File: src/verilog/rv_pkg.sv
`default_nettype none

package rv_pkg;

   // --------------------------------------------------
   // widths and fixed values
   // --------------------------------------------------
   localparam int xlen       = 32;
   localparam int reg_addr_w = 5;

   typedef logic [xlen-1:0]       word_t;
   typedef logic [reg_addr_w-1:0] reg_addr_t;

   localparam word_t pc_step  = 32'd4;
   localparam word_t reset_pc = 32'h0000_0000;
   localparam word_t nop_inst = 32'h0000_0013;     // addi x0,x0,0

   // --------------------------------------------------
   // encodings
   // --------------------------------------------------
   typedef enum logic [6:0] {
      op_r      = 7'b0110011,
      op_imm    = 7'b0010011,
      op_load   = 7'b0000011,
      op_store  = 7'b0100011,
      op_branch = 7'b1100011,
      op_lui    = 7'b0110111,
      op_jal    = 7'b1101111
   } opcode_t;

   typedef enum logic [2:0] {
      alu_add,
      alu_sub,
      alu_and,
      alu_or,
      alu_xor,
      alu_sll
   } alu_op_t;

   typedef enum logic [1:0] {
      fwd_none,                                    // register file value
      fwd_mem,                                     // from EX/MEM
      fwd_wb                                       // from MEM/WB
   } fwd_sel_t;

   // values are the branch funct3 field
   typedef enum logic [2:0] {
      br_eq  = 3'b000,
      br_ne  = 3'b001,
      br_lt  = 3'b100,
      br_ge  = 3'b101,
      br_ltu = 3'b110,
      br_geu = 3'b111
   } branch_cond_t;

endpackage

`default_nettype wire

File: src/verilog/rv_decoder.sv
`timescale 1ns/10ps
`default_nettype none

module rv_decoder (
   input  rv_pkg::word_t   inst,
   output logic            reg_write,
   output logic            mem_to_reg,
   output logic            mem_write,
   output logic            alu_src_imm,
   output logic            branch,
   output logic            jal,
   output logic            lui,
   output logic            uses_rs2,
   output rv_pkg::alu_op_t alu_op,
   output rv_pkg::word_t   imm
);
   import rv_pkg::*;

   opcode_t    opcode;
   logic [2:0] funct3;
   logic       funct7_5;
   word_t      imm_i;
   word_t      imm_s;
   word_t      imm_b;
   word_t      imm_j;
   word_t      imm_u;

   // shared by R-type and immediate arithmetic
   function automatic alu_op_t arith_op(input logic [2:0] f3, input logic sub);
      case (f3)
         3'b000:  return sub ? alu_sub : alu_add;
         3'b111:  return alu_and;
         3'b110:  return alu_or;
         3'b100:  return alu_xor;
         3'b001:  return alu_sll;
         default: return alu_add;
      endcase
   endfunction

   assign opcode   = opcode_t'(inst[6:0]);
   assign funct3   = inst[14:12];
   assign funct7_5 = inst[30];                     // sub vs add

   assign imm_i = {{20{inst[31]}}, inst[31:20]};
   assign imm_s = {{20{inst[31]}}, inst[31:25], inst[11:7]};
   assign imm_b = {{19{inst[31]}}, inst[31], inst[7], inst[30:25], inst[11:8], 1'b0};
   assign imm_j = {{11{inst[31]}}, inst[31], inst[19:12], inst[20], inst[30:21], 1'b0};
   assign imm_u = {inst[31:12], 12'b0};

   always_comb
   begin
      reg_write   = 1'b0;
      mem_to_reg  = 1'b0;
      mem_write   = 1'b0;
      alu_src_imm = 1'b0;
      branch      = 1'b0;
      jal         = 1'b0;
      lui         = 1'b0;
      uses_rs2    = 1'b0;
      alu_op      = alu_add;
      imm         = imm_i;
      case (opcode)
         op_r:
         begin
            reg_write = 1'b1;
            uses_rs2  = 1'b1;
            alu_op    = arith_op(funct3, funct7_5);
         end
         op_imm:
         begin
            reg_write   = 1'b1;
            alu_src_imm = 1'b1;
            alu_op      = arith_op(funct3, 1'b0);
         end
         op_load:
         begin
            reg_write   = 1'b1;
            mem_to_reg  = 1'b1;
            alu_src_imm = 1'b1;                    // address is rs1 + imm
         end
         op_store:
         begin
            mem_write   = 1'b1;
            alu_src_imm = 1'b1;
            uses_rs2    = 1'b1;
            imm         = imm_s;
         end
         op_branch:
         begin
            branch   = 1'b1;
            uses_rs2 = 1'b1;
            alu_op   = alu_sub;                    // flags only
            imm      = imm_b;
         end
         op_lui:
         begin
            reg_write   = 1'b1;
            lui         = 1'b1;
            alu_src_imm = 1'b1;
            imm         = imm_u;
         end
         op_jal:
         begin
            reg_write = 1'b1;                      // link written later
            jal       = 1'b1;
            imm       = imm_j;
         end
         default:
         begin
            imm = imm_i;                           // unknown, nothing written
         end
      endcase
   end

endmodule

`default_nettype wire

File: src/verilog/rv_regfile.sv
`timescale 1ns/10ps
`default_nettype none

module rv_regfile (
   input  logic              clk,
   input  logic              we,
   input  rv_pkg::reg_addr_t rs1,
   input  rv_pkg::reg_addr_t rs2,
   input  rv_pkg::reg_addr_t rd,
   input  rv_pkg::word_t     rd_data,
   output rv_pkg::word_t     rs1_data,
   output rv_pkg::word_t     rs2_data
);
   import rv_pkg::*;

   word_t regs [1:31];                             // x0 has no storage

   function automatic word_t read_port(input reg_addr_t addr);
      if (addr == '0)
         return '0;
      else if (we && addr == rd)
         return rd_data;                           // write-through
      else
         return regs[addr];
   endfunction

   always_ff @(posedge clk)
   begin
      if (we && rd != '0)
         regs[rd] <= rd_data;
   end

   always_comb
   begin
      rs1_data = read_port(rs1);
      rs2_data = read_port(rs2);
   end

endmodule

`default_nettype wire

File: src/verilog/rv_alu.sv
`timescale 1ns/10ps
`default_nettype none

module rv_alu (
   input  rv_pkg::word_t   a,
   input  rv_pkg::word_t   b,
   input  rv_pkg::alu_op_t alu_op,
   output rv_pkg::word_t   result,
   output logic            n,
   output logic            z,
   output logic            c,
   output logic            v
);
   import rv_pkg::*;

   word_t diff;

   // flags always come from a - b, whatever the operation
   assign {c, diff} = {1'b0, a} + {1'b0, ~b} + 33'd1;   // c set when a >= b unsigned

   assign n = diff[xlen-1];
   assign z = (diff == '0);
   assign v = (a[xlen-1] != b[xlen-1]) && (diff[xlen-1] != a[xlen-1]);

   always_comb
   begin
      case (alu_op)
         alu_add: result = a + b;
         alu_sub: result = diff;
         alu_and: result = a & b;
         alu_or:  result = a | b;
         alu_xor: result = a ^ b;
         alu_sll: result = a << b[4:0];            // shamt is low five bits
         default: result = '0;
      endcase
   end

endmodule

`default_nettype wire

File: src/verilog/rv_hazard_unit.sv
`timescale 1ns/10ps
`default_nettype none

module rv_hazard_unit (
   input  rv_pkg::reg_addr_t rs1_id,
   input  rv_pkg::reg_addr_t rs2_id,
   input  rv_pkg::reg_addr_t rs1_ex,
   input  rv_pkg::reg_addr_t rs2_ex,
   input  rv_pkg::reg_addr_t rd_ex,
   input  rv_pkg::reg_addr_t rd_mem,
   input  rv_pkg::reg_addr_t rd_wb,
   input  logic              uses_rs2_id,
   input  logic              mem_to_reg_ex,
   input  logic              reg_write_mem,
   input  logic              reg_write_wb,
   output rv_pkg::fwd_sel_t  fwd_a,
   output rv_pkg::fwd_sel_t  fwd_b,
   output logic              stall
);
   import rv_pkg::*;

   // youngest producer wins, x0 is never forwarded
   function automatic fwd_sel_t pick(input reg_addr_t src);
      if (reg_write_mem && rd_mem != '0 && rd_mem == src)
         return fwd_mem;
      else if (reg_write_wb && rd_wb != '0 && rd_wb == src)
         return fwd_wb;
      else
         return fwd_none;
   endfunction

   always_comb
   begin
      fwd_a = pick(rs1_ex);
      fwd_b = pick(rs2_ex);
   end

   // --------------------------------------------------
   // load-use
   // --------------------------------------------------
   // lui and jal may stall needlessly on rs1, which costs a cycle only
   assign stall = mem_to_reg_ex && rd_ex != '0 &&
                  (rd_ex == rs1_id || (uses_rs2_id && rd_ex == rs2_id));

endmodule

`default_nettype wire

File: src/verilog/rv_execute.sv
`timescale 1ns/10ps
`default_nettype none

module rv_execute (
   input  logic                 clk,
   input  logic                 reset,
   input  logic                 stall,
   input  rv_pkg::word_t        pc_id,
   input  logic                 reg_write_id,
   input  logic                 mem_to_reg_id,
   input  logic                 mem_write_id,
   input  logic                 alu_src_imm_id,
   input  logic                 branch_id,
   input  logic                 jal_id,
   input  logic                 lui_id,
   input  rv_pkg::alu_op_t      alu_op_id,
   input  rv_pkg::word_t        imm_id,
   input  rv_pkg::reg_addr_t    rs1_id,
   input  rv_pkg::reg_addr_t    rs2_id,
   input  rv_pkg::reg_addr_t    rd_id,
   input  rv_pkg::word_t        rs1_data,
   input  rv_pkg::word_t        rs2_data,
   input  rv_pkg::branch_cond_t funct3_id,
   input  rv_pkg::fwd_sel_t     fwd_a,
   input  rv_pkg::fwd_sel_t     fwd_b,
   input  rv_pkg::word_t        result_mem,
   input  rv_pkg::word_t        rd_data_wb,
   output rv_pkg::reg_addr_t    rs1_ex,
   output rv_pkg::reg_addr_t    rs2_ex,
   output rv_pkg::reg_addr_t    rd_ex,
   output logic                 mem_to_reg_ex,
   output logic                 reg_write_ex,
   output logic                 mem_write_ex,
   output logic                 jal_ex,
   output rv_pkg::word_t        result_ex,
   output rv_pkg::word_t        store_data_ex,
   output rv_pkg::word_t        link_ex,
   output rv_pkg::word_t        target,
   output logic                 redirect
);
   import rv_pkg::*;

   logic         alu_src_imm_ex;
   logic         branch_ex;
   logic         lui_ex;
   alu_op_t      alu_op_ex;
   branch_cond_t funct3_ex;
   word_t        pc_ex;
   word_t        imm_ex;
   word_t        rs1_data_ex;
   word_t        rs2_data_ex;
   word_t        fwd_a_data;
   word_t        op_a;
   word_t        op_b;
   logic         n;
   logic         z;
   logic         c;
   logic         v;
   logic         taken;
   logic         bubble;

   function automatic word_t fwd_mux(input fwd_sel_t sel, input word_t own);
      case (sel)
         fwd_mem: return result_mem;
         fwd_wb:  return rd_data_wb;
         default: return own;
      endcase
   endfunction

   assign bubble = stall || redirect;

   // --------------------------------------------------
   // ID/EX register
   // --------------------------------------------------
   always_ff @(posedge clk or posedge reset)
   begin
      if (reset)
         {reg_write_ex, mem_to_reg_ex, mem_write_ex, branch_ex, jal_ex} <= '0;
      else if (bubble)
         {reg_write_ex, mem_to_reg_ex, mem_write_ex, branch_ex, jal_ex} <= '0;
      else
         {reg_write_ex, mem_to_reg_ex, mem_write_ex, branch_ex, jal_ex} <=
            {reg_write_id, mem_to_reg_id, mem_write_id, branch_id, jal_id};
   end

   always_ff @(posedge clk)
   begin
      alu_src_imm_ex <= alu_src_imm_id;
      lui_ex         <= lui_id;
      alu_op_ex      <= alu_op_id;
      funct3_ex      <= funct3_id;
      pc_ex          <= pc_id;
      imm_ex         <= imm_id;
      rs1_ex         <= rs1_id;
      rs2_ex         <= rs2_id;
      rd_ex          <= rd_id;
      rs1_data_ex    <= rs1_data;
      rs2_data_ex    <= rs2_data;
   end

   // operands
   always_comb
   begin
      fwd_a_data    = fwd_mux(fwd_a, rs1_data_ex);
      store_data_ex = fwd_mux(fwd_b, rs2_data_ex);   // store data shares rs2 path
      op_a          = lui_ex ? '0 : fwd_a_data;
      op_b          = alu_src_imm_ex ? imm_ex : store_data_ex;
   end

   rv_alu alu0 (
      .a      (op_a),
      .b      (op_b),
      .alu_op (alu_op_ex),
      .result (result_ex),
      .n      (n),
      .z      (z),
      .c      (c),
      .v      (v)
   );

   always_comb
   begin
      case (funct3_ex)
         br_eq:   taken = z;
         br_ne:   taken = !z;
         br_lt:   taken = (n != v);
         br_ge:   taken = (n == v);
         br_ltu:  taken = !c;
         br_geu:  taken = c;
         default: taken = 1'b0;
      endcase
   end

   assign redirect = jal_ex || (branch_ex && taken);
   assign target   = pc_ex + imm_ex;               // branch and jal alike
   assign link_ex  = pc_ex + pc_step;

endmodule

`default_nettype wire

File: src/verilog/rv_mem_wb.sv
`timescale 1ns/10ps
`default_nettype none

module rv_mem_wb (
   input  logic              clk,
   input  logic              reset,
   input  rv_pkg::reg_addr_t rd_ex,
   input  logic              reg_write_ex,
   input  logic              mem_to_reg_ex,
   input  logic              mem_write_ex,
   input  logic              jal_ex,
   input  rv_pkg::word_t     result_ex,
   input  rv_pkg::word_t     store_data_ex,
   input  rv_pkg::word_t     link_ex,
   input  rv_pkg::word_t     mem_rdata,
   output logic              mem_write,
   output logic              reg_write_mem,
   output logic              reg_write_wb,
   output rv_pkg::word_t     result_mem,
   output rv_pkg::word_t     store_data,
   output rv_pkg::word_t     rd_data_wb,
   output rv_pkg::reg_addr_t rd_mem,
   output rv_pkg::reg_addr_t rd_wb
);
   import rv_pkg::*;

   logic  mem_to_reg_mem;
   logic  jal_mem;
   logic  mem_to_reg_wb;
   word_t alu_mem;
   word_t link_mem;
   word_t result_wb;
   word_t load_wb;

   always_ff @(posedge clk or posedge reset)
   begin
      if (reset)
      begin
         {reg_write_mem, mem_to_reg_mem, mem_write, jal_mem} <= '0;
         {reg_write_wb, mem_to_reg_wb} <= '0;
      end
      else
      begin
         {reg_write_mem, mem_to_reg_mem, mem_write, jal_mem} <=
            {reg_write_ex, mem_to_reg_ex, mem_write_ex, jal_ex};
         {reg_write_wb, mem_to_reg_wb} <= {reg_write_mem, mem_to_reg_mem};
      end
   end

   always_ff @(posedge clk)
   begin
      rd_mem     <= rd_ex;
      alu_mem    <= result_ex;
      link_mem   <= link_ex;
      store_data <= store_data_ex;
      rd_wb      <= rd_mem;
      result_wb  <= result_mem;
      load_wb    <= mem_rdata;                     // captured for loads
   end

   // jal link is chosen here so forwarding sees it too
   assign result_mem = jal_mem ? link_mem : alu_mem;
   assign rd_data_wb = mem_to_reg_wb ? load_wb : result_wb;

endmodule

`default_nettype wire

File: src/verilog/rv_core.sv
`timescale 1ns/10ps
`default_nettype none

module rv_core (
   input  logic          clk,
   input  logic          reset,
   output rv_pkg::word_t pc,
   input  rv_pkg::word_t inst,
   output logic          mem_write,
   output rv_pkg::word_t mem_addr,
   output rv_pkg::word_t mem_wdata,
   input  rv_pkg::word_t mem_rdata
);
   import rv_pkg::*;

   word_t     inst_id;
   word_t     pc_id;
   reg_addr_t rs1_id;
   reg_addr_t rs2_id;
   reg_addr_t rd_id;
   logic      reg_write_id;
   logic      mem_to_reg_id;
   logic      mem_write_id;
   logic      alu_src_imm_id;
   logic      branch_id;
   logic      jal_id;
   logic      lui_id;
   logic      uses_rs2_id;
   alu_op_t   alu_op_id;
   word_t     imm_id;
   word_t     rs1_data;
   word_t     rs2_data;
   fwd_sel_t  fwd_a;
   fwd_sel_t  fwd_b;
   logic      stall;
   reg_addr_t rs1_ex;
   reg_addr_t rs2_ex;
   reg_addr_t rd_ex;
   logic      mem_to_reg_ex;
   logic      reg_write_ex;
   logic      mem_write_ex;
   logic      jal_ex;
   word_t     result_ex;
   word_t     store_data_ex;
   word_t     link_ex;
   word_t     target;
   logic      redirect;
   logic      reg_write_mem;
   logic      reg_write_wb;
   word_t     result_mem;
   word_t     store_data;
   word_t     rd_data_wb;
   reg_addr_t rd_mem;
   reg_addr_t rd_wb;

   // --------------------------------------------------
   // fetch and IF/ID
   // --------------------------------------------------
   always_ff @(posedge clk or posedge reset)
   begin
      if (reset)
      begin
         pc      <= reset_pc;
         inst_id <= nop_inst;
      end
      else if (redirect)
      begin
         pc      <= target;
         inst_id <= nop_inst;                      // squash the younger slot
      end
      else if (!stall)
      begin
         pc      <= pc + pc_step;
         inst_id <= inst;
      end
   end

   always_ff @(posedge clk)
   begin
      if (!stall)
         pc_id <= pc;
   end

   assign rs1_id = inst_id[19:15];
   assign rs2_id = inst_id[24:20];
   assign rd_id  = inst_id[11:7];

   // --------------------------------------------------
   // stages
   // --------------------------------------------------
   rv_decoder decoder0 (
      .inst        (inst_id),
      .reg_write   (reg_write_id),
      .mem_to_reg  (mem_to_reg_id),
      .mem_write   (mem_write_id),
      .alu_src_imm (alu_src_imm_id),
      .branch      (branch_id),
      .jal         (jal_id),
      .lui         (lui_id),
      .uses_rs2    (uses_rs2_id),
      .alu_op      (alu_op_id),
      .imm         (imm_id)
   );

   rv_regfile regfile0 (
      .clk      (clk),
      .we       (reg_write_wb),
      .rs1      (rs1_id),
      .rs2      (rs2_id),
      .rd       (rd_wb),
      .rd_data  (rd_data_wb),
      .rs1_data (rs1_data),
      .rs2_data (rs2_data)
   );

   rv_hazard_unit hazard0 (
      .rs1_id        (rs1_id),
      .rs2_id        (rs2_id),
      .rs1_ex        (rs1_ex),
      .rs2_ex        (rs2_ex),
      .rd_ex         (rd_ex),
      .rd_mem        (rd_mem),
      .rd_wb         (rd_wb),
      .uses_rs2_id   (uses_rs2_id),
      .mem_to_reg_ex (mem_to_reg_ex),
      .reg_write_mem (reg_write_mem),
      .reg_write_wb  (reg_write_wb),
      .fwd_a         (fwd_a),
      .fwd_b         (fwd_b),
      .stall         (stall)
   );

   rv_execute execute0 (
      .clk            (clk),
      .reset          (reset),
      .stall          (stall),
      .pc_id          (pc_id),
      .reg_write_id   (reg_write_id),
      .mem_to_reg_id  (mem_to_reg_id),
      .mem_write_id   (mem_write_id),
      .alu_src_imm_id (alu_src_imm_id),
      .branch_id      (branch_id),
      .jal_id         (jal_id),
      .lui_id         (lui_id),
      .alu_op_id      (alu_op_id),
      .imm_id         (imm_id),
      .rs1_id         (rs1_id),
      .rs2_id         (rs2_id),
      .rd_id          (rd_id),
      .rs1_data       (rs1_data),
      .rs2_data       (rs2_data),
      .funct3_id      (branch_cond_t'(inst_id[14:12])),
      .fwd_a          (fwd_a),
      .fwd_b          (fwd_b),
      .result_mem     (result_mem),
      .rd_data_wb     (rd_data_wb),
      .rs1_ex         (rs1_ex),
      .rs2_ex         (rs2_ex),
      .rd_ex          (rd_ex),
      .mem_to_reg_ex  (mem_to_reg_ex),
      .reg_write_ex   (reg_write_ex),
      .mem_write_ex   (mem_write_ex),
      .jal_ex         (jal_ex),
      .result_ex      (result_ex),
      .store_data_ex  (store_data_ex),
      .link_ex        (link_ex),
      .target         (target),
      .redirect       (redirect)
   );

   rv_mem_wb mem_wb0 (
      .clk           (clk),
      .reset         (reset),
      .rd_ex         (rd_ex),
      .reg_write_ex  (reg_write_ex),
      .mem_to_reg_ex (mem_to_reg_ex),
      .mem_write_ex  (mem_write_ex),
      .jal_ex        (jal_ex),
      .result_ex     (result_ex),
      .store_data_ex (store_data_ex),
      .link_ex       (link_ex),
      .mem_rdata     (mem_rdata),
      .mem_write     (mem_write),
      .reg_write_mem (reg_write_mem),
      .reg_write_wb  (reg_write_wb),
      .result_mem    (result_mem),
      .store_data    (store_data),
      .rd_data_wb    (rd_data_wb),
      .rd_mem        (rd_mem),
      .rd_wb         (rd_wb)
   );

   assign mem_addr  = result_mem;                  // address from EX/MEM
   assign mem_wdata = store_data;

endmodule

`default_nettype wire

File: config.mk
export PLATFORM = sky130hd
export DESIGN_NAME = rv_core
export DESIGN_NICKNAME = d
export VERILOG_FILES = /design/src/verilog/rv_pkg.sv /design/src/verilog/rv_decoder.sv /design/src/verilog/rv_regfile.sv /design/src/verilog/rv_alu.sv /design/src/verilog/rv_hazard_unit.sv /design/src/verilog/rv_execute.sv /design/src/verilog/rv_mem_wb.sv /design/src/verilog/rv_core.sv
export SDC_FILE = /design/constraint.sdc
export NUM_CORES = 2
export LEC_CHECK = 0
export BUFFER_PORTS_ARGS = -buffer_cell sky130_fd_sc_hd__clkbuf_2
export CORE_ASPECT_RATIO = 1.1
export CORE_MARGIN = 2
export CORE_UTILIZATION = 30
export CTS_BUF_LIST = sky130_fd_sc_hd__clkbuf_16
export CTS_CLUSTER_SIZE = 40
export DETAILED_ROUTE_END_ITERATION = 12
export SYNTH_ARGS = -nofsm -noshare
export SYNTH_HDL_FRONTEND = slang
export SYNTH_SLANG_ARGS = --single-unit
File: constraint.sdc
create_clock -name clk -period 8.1 [get_ports clk]
set_input_delay 1.215 -clock clk [delete_from_list [all_inputs] [get_ports clk]]
set_output_delay 1.215 -clock clk [all_outputs]
set_load 0.005 [all_outputs]
==> flow_summary.toml <==
[outcome]
status = "completed"

[detailed_routing]
drt-total-wl_microns = 262000
drt-pass1-iter-count = 6
routed_via_density = 5.61
drt_iter0_drc = 5312
routedWlPerCell_microns = 30.8
route.detailed.drc = 0
ant_nets = 0
vias = 47685

[logic_synthesis]
synth_xor_area_frac = 0.0189
synth_flop_cell = "edfxtp_1"
synth-simple-area-share = 0.0580
syn_avg_cell_area_sq_um = 14.2
netlist.area_leader.share = 0.443
yosys-top-cells-area = "edfxtp_1 44%, mux4_2 14%, dfxtp_1 9.3%"
synthMuxAreaShare = 0.224
ys_ff_latch = 1420
ys_warn_count = 0
yosysTopAreaCell = "edfxtp_1"
ys_seq_area_frac = 0.563
synth-edff-count = 1024
synth_top_family_by_area = "multiplexers"
synthAdderAreaFrac = 0.0246
synth_top_cells_by_count = "1024 x edfxtp_1, 435 x mux4_2, 341 x mux2i_1, 321 x dfxtp_1, 266 x nor2_1"
async_flop_share = 0.0528
synthCells = 4901
netlist_area_sq_um = 69400
post-synth-top-count-cell = "edfxtp_1"
syn_nets = 5101
ys_types = 90
synth_compound_area_frac = 0.0859

[die]
coreArea_sq_um = 231000
fp.dieW_microns = 463
ios = 163
start_util = 0.301
row_count = 185
fp.dieH_microns = 508
dieArea_sq_um = 235000

[global_route]
grt_start_max_net_pins = 109
track_usage = 0.217
overflow = 0
grt_pass1_vias = 48493
antenna_found_initial = 11
grt_pass1_wl_microns = 366000

[clocking]
cts-htree-levels = 4
numCtsBuffers = 145
cts_tree = "built"
clk_path_buf_depth = 3
cts_root_buffer = "clkbuf_16"
path_clk_slew_ns = 0.07
clkLatencyLatePin_ns = 0.85
cts.sinks = 1420

[power_and_ir_drop]
ir_drop_uv = 267
power_frac_comb = 0.239
p_switching_mw = 6.65
internal_power_mw = 14.3
p_leak_nw = 28.7
pwr-share-clk = 0.317
power.share.sequential = 0.444
powerDensity_nw_per_um2 = 257
power.share.switching = 0.318

[critical_path]
crit_slowest_cell = "or4_4"
worstPathArrival_ns = 8.59
max_stage_delay_ns = 0.50
startpoint_type = "flop"
crit_type = "reg2reg"
endpoint_kind = "flop"
crit_fanout = 10
cp.required_ns = 8.83
crit_top_cell = "buf_4"

[cells_and_area]
area_growth_pct = 17.3
layout-drive-gt1-share = 0.286
largest_register_ffs = 992
top_register = "regfile0.regs"
fin_area_sq_um = 81400
finalNetCount = 5494
final_cells = 8499

[flow_run]
drv_cap = 0

[placement]
portBuffers = 162
dp_hpwl_microns = 173000
placed_area_sq_um = 76400
dp_cells = 8211
globalplace.congestion = 0.992

[timing]
relSlewSlack = 0.173
hold_ws_ns = 0.248
hold_violations = 0
clock-skew-final_ns = 0.0539
post-route-period-util = 0.970
max_clock_freq_mhz = 127
rsz0062_at_grt = "true"
report.final.slew_viol_count = 0
fin_crit_ns = 7.86
worstMarginPinSlew_ns = 1.24
setup_viol = 0

[min_path]
hold_class = "in2async"
[repair_timing]
item                       4_1_cts  5_1_grt
hold buffers                     0        0
pin swaps                       14        2
buffers inserted                18        2
gates cloned                     1        0
resized for setup               22       20
setup endpoints to repair       69       69
[layer usage]
| metal | global-route usage | vias up | share of wire |
|---|---|---|---|
| li1 | - | 20052 | - |
| met1 | 0.266 | 24574 | 0.38 |
| met2 | 0.365 | 2428 | 0.48 |
| met3 | 0.0355 | 625 | 0.073 |
| met4 | 0.122 | 6 | 0.064 |
| met5 | 0 | - | 0.00016 |
[worst max-delay path, delay by kind of cell (launching register included)]
kind                       cells  cell delay [ns]
adders and majority gates      2             0.62
DFF                            1             0.32
buffers and inverters          9             1.52
and+or+nand+nor               11             2.38
muxes                          2             0.52
AOI/OAI and AO/OA             12             2.38
[power by group through the flow]
stage               clock network (mW)  logic, mW  registers [mW]
floorplan                            0       2.65            9.21
global placement                     0       4.81            9.45
detailed placement                   0       4.83            9.45
CTS                               6.75       4.89            9.30
global route                      7.03       5.27            9.33
finish                            6.64       4.99            9.30
[cells in the final DEF, fill, tap and decap left out, types with 20 or more instances in the layout]
cell / instances
edfxtp_1: 1024
mux4_2: 435
buf_4: 393
mux2i_1: 339
dfxtp_1: 318
a21oi_1: 255
nor2_1: 234
nand2_1: 199
mux2_2: 198
o21ai_0: 171
inv_1: 169
clkbuf_2: 162
clkbuf_16: 147
ha_1: 122
a221oi_1: 112
nor3_1: 111
xnor2_1: 87
xor2_1: 63
dfrtp_1: 60
nand3_1: 59
a21o_1: 52
nor2b_1: 44
o211ai_1: 43
o221ai_1: 35
o22a_1: 33
nor2_4: 31
clkinv_1: 29
o21bai_1: 28
nand2b_1: 27
clkinv_2: 23
and3_1: 21
nand4_1: 20
[path summary, 6_finish.rpt]
path                                   from                  to  slack [ns]  cells past startpoint
hold reg to reg                   pc_id[30]  execute0.pc_ex[30]        0.34                      0
min in group clk                  pc_id[30]  execute0.pc_ex[30]        0.34                      0
setup / recovery           mem_wb0.rd_wb[3]  execute0.branch_ex        0.24                     36
setup reg to reg           mem_wb0.rd_wb[3]  execute0.branch_ex        0.24                     36
max in group asynchronous             reset         inst_id[16]        6.59                      3
hold / removal                        reset         inst_id[24]        0.25                      2
[cells by family (layout without fill, tap and decap cells)]
family	Yosys count	in the layout
flip-flops	1420	1420
buffers and inverters	472	983
other	0	2
adder cells (fa/ha/maj)	134	134
multiplexers	980	980
AND/OR/NAND/NOR	850	850
AO/OA/AOI/OAI	895	895
XOR/XNOR	150	150
[cell type report]
cell class / instances / area (sq um)
fill: 22096 / 149000
sequential: 1420 / 39100
multi-input combinational: 3009 / 29100
timing repair buffer: 574 / 4150
tap: 3085 / 3860
clock buffer: 147 / 3680
clock inverter: 118 / 977
inverter: 144 / 542
antenna: 2 / 5.00
[metrics by stage]
step	setup TNS [ns]	power (mW)	worst slack, ns	utilization
final	0	20.9	0.241	0.353
after floorplan	0	11.9	0.280	-
after global placement	-13.23	14.3	-0.254	0.331
after detailed placement	-28.12	14.3	-0.504	0.331
after CTS	0	21.0	0.0204	0.353
after global routing	-0.254	21.6	-0.0712	0.353
(Power assumes the default switching activity.)
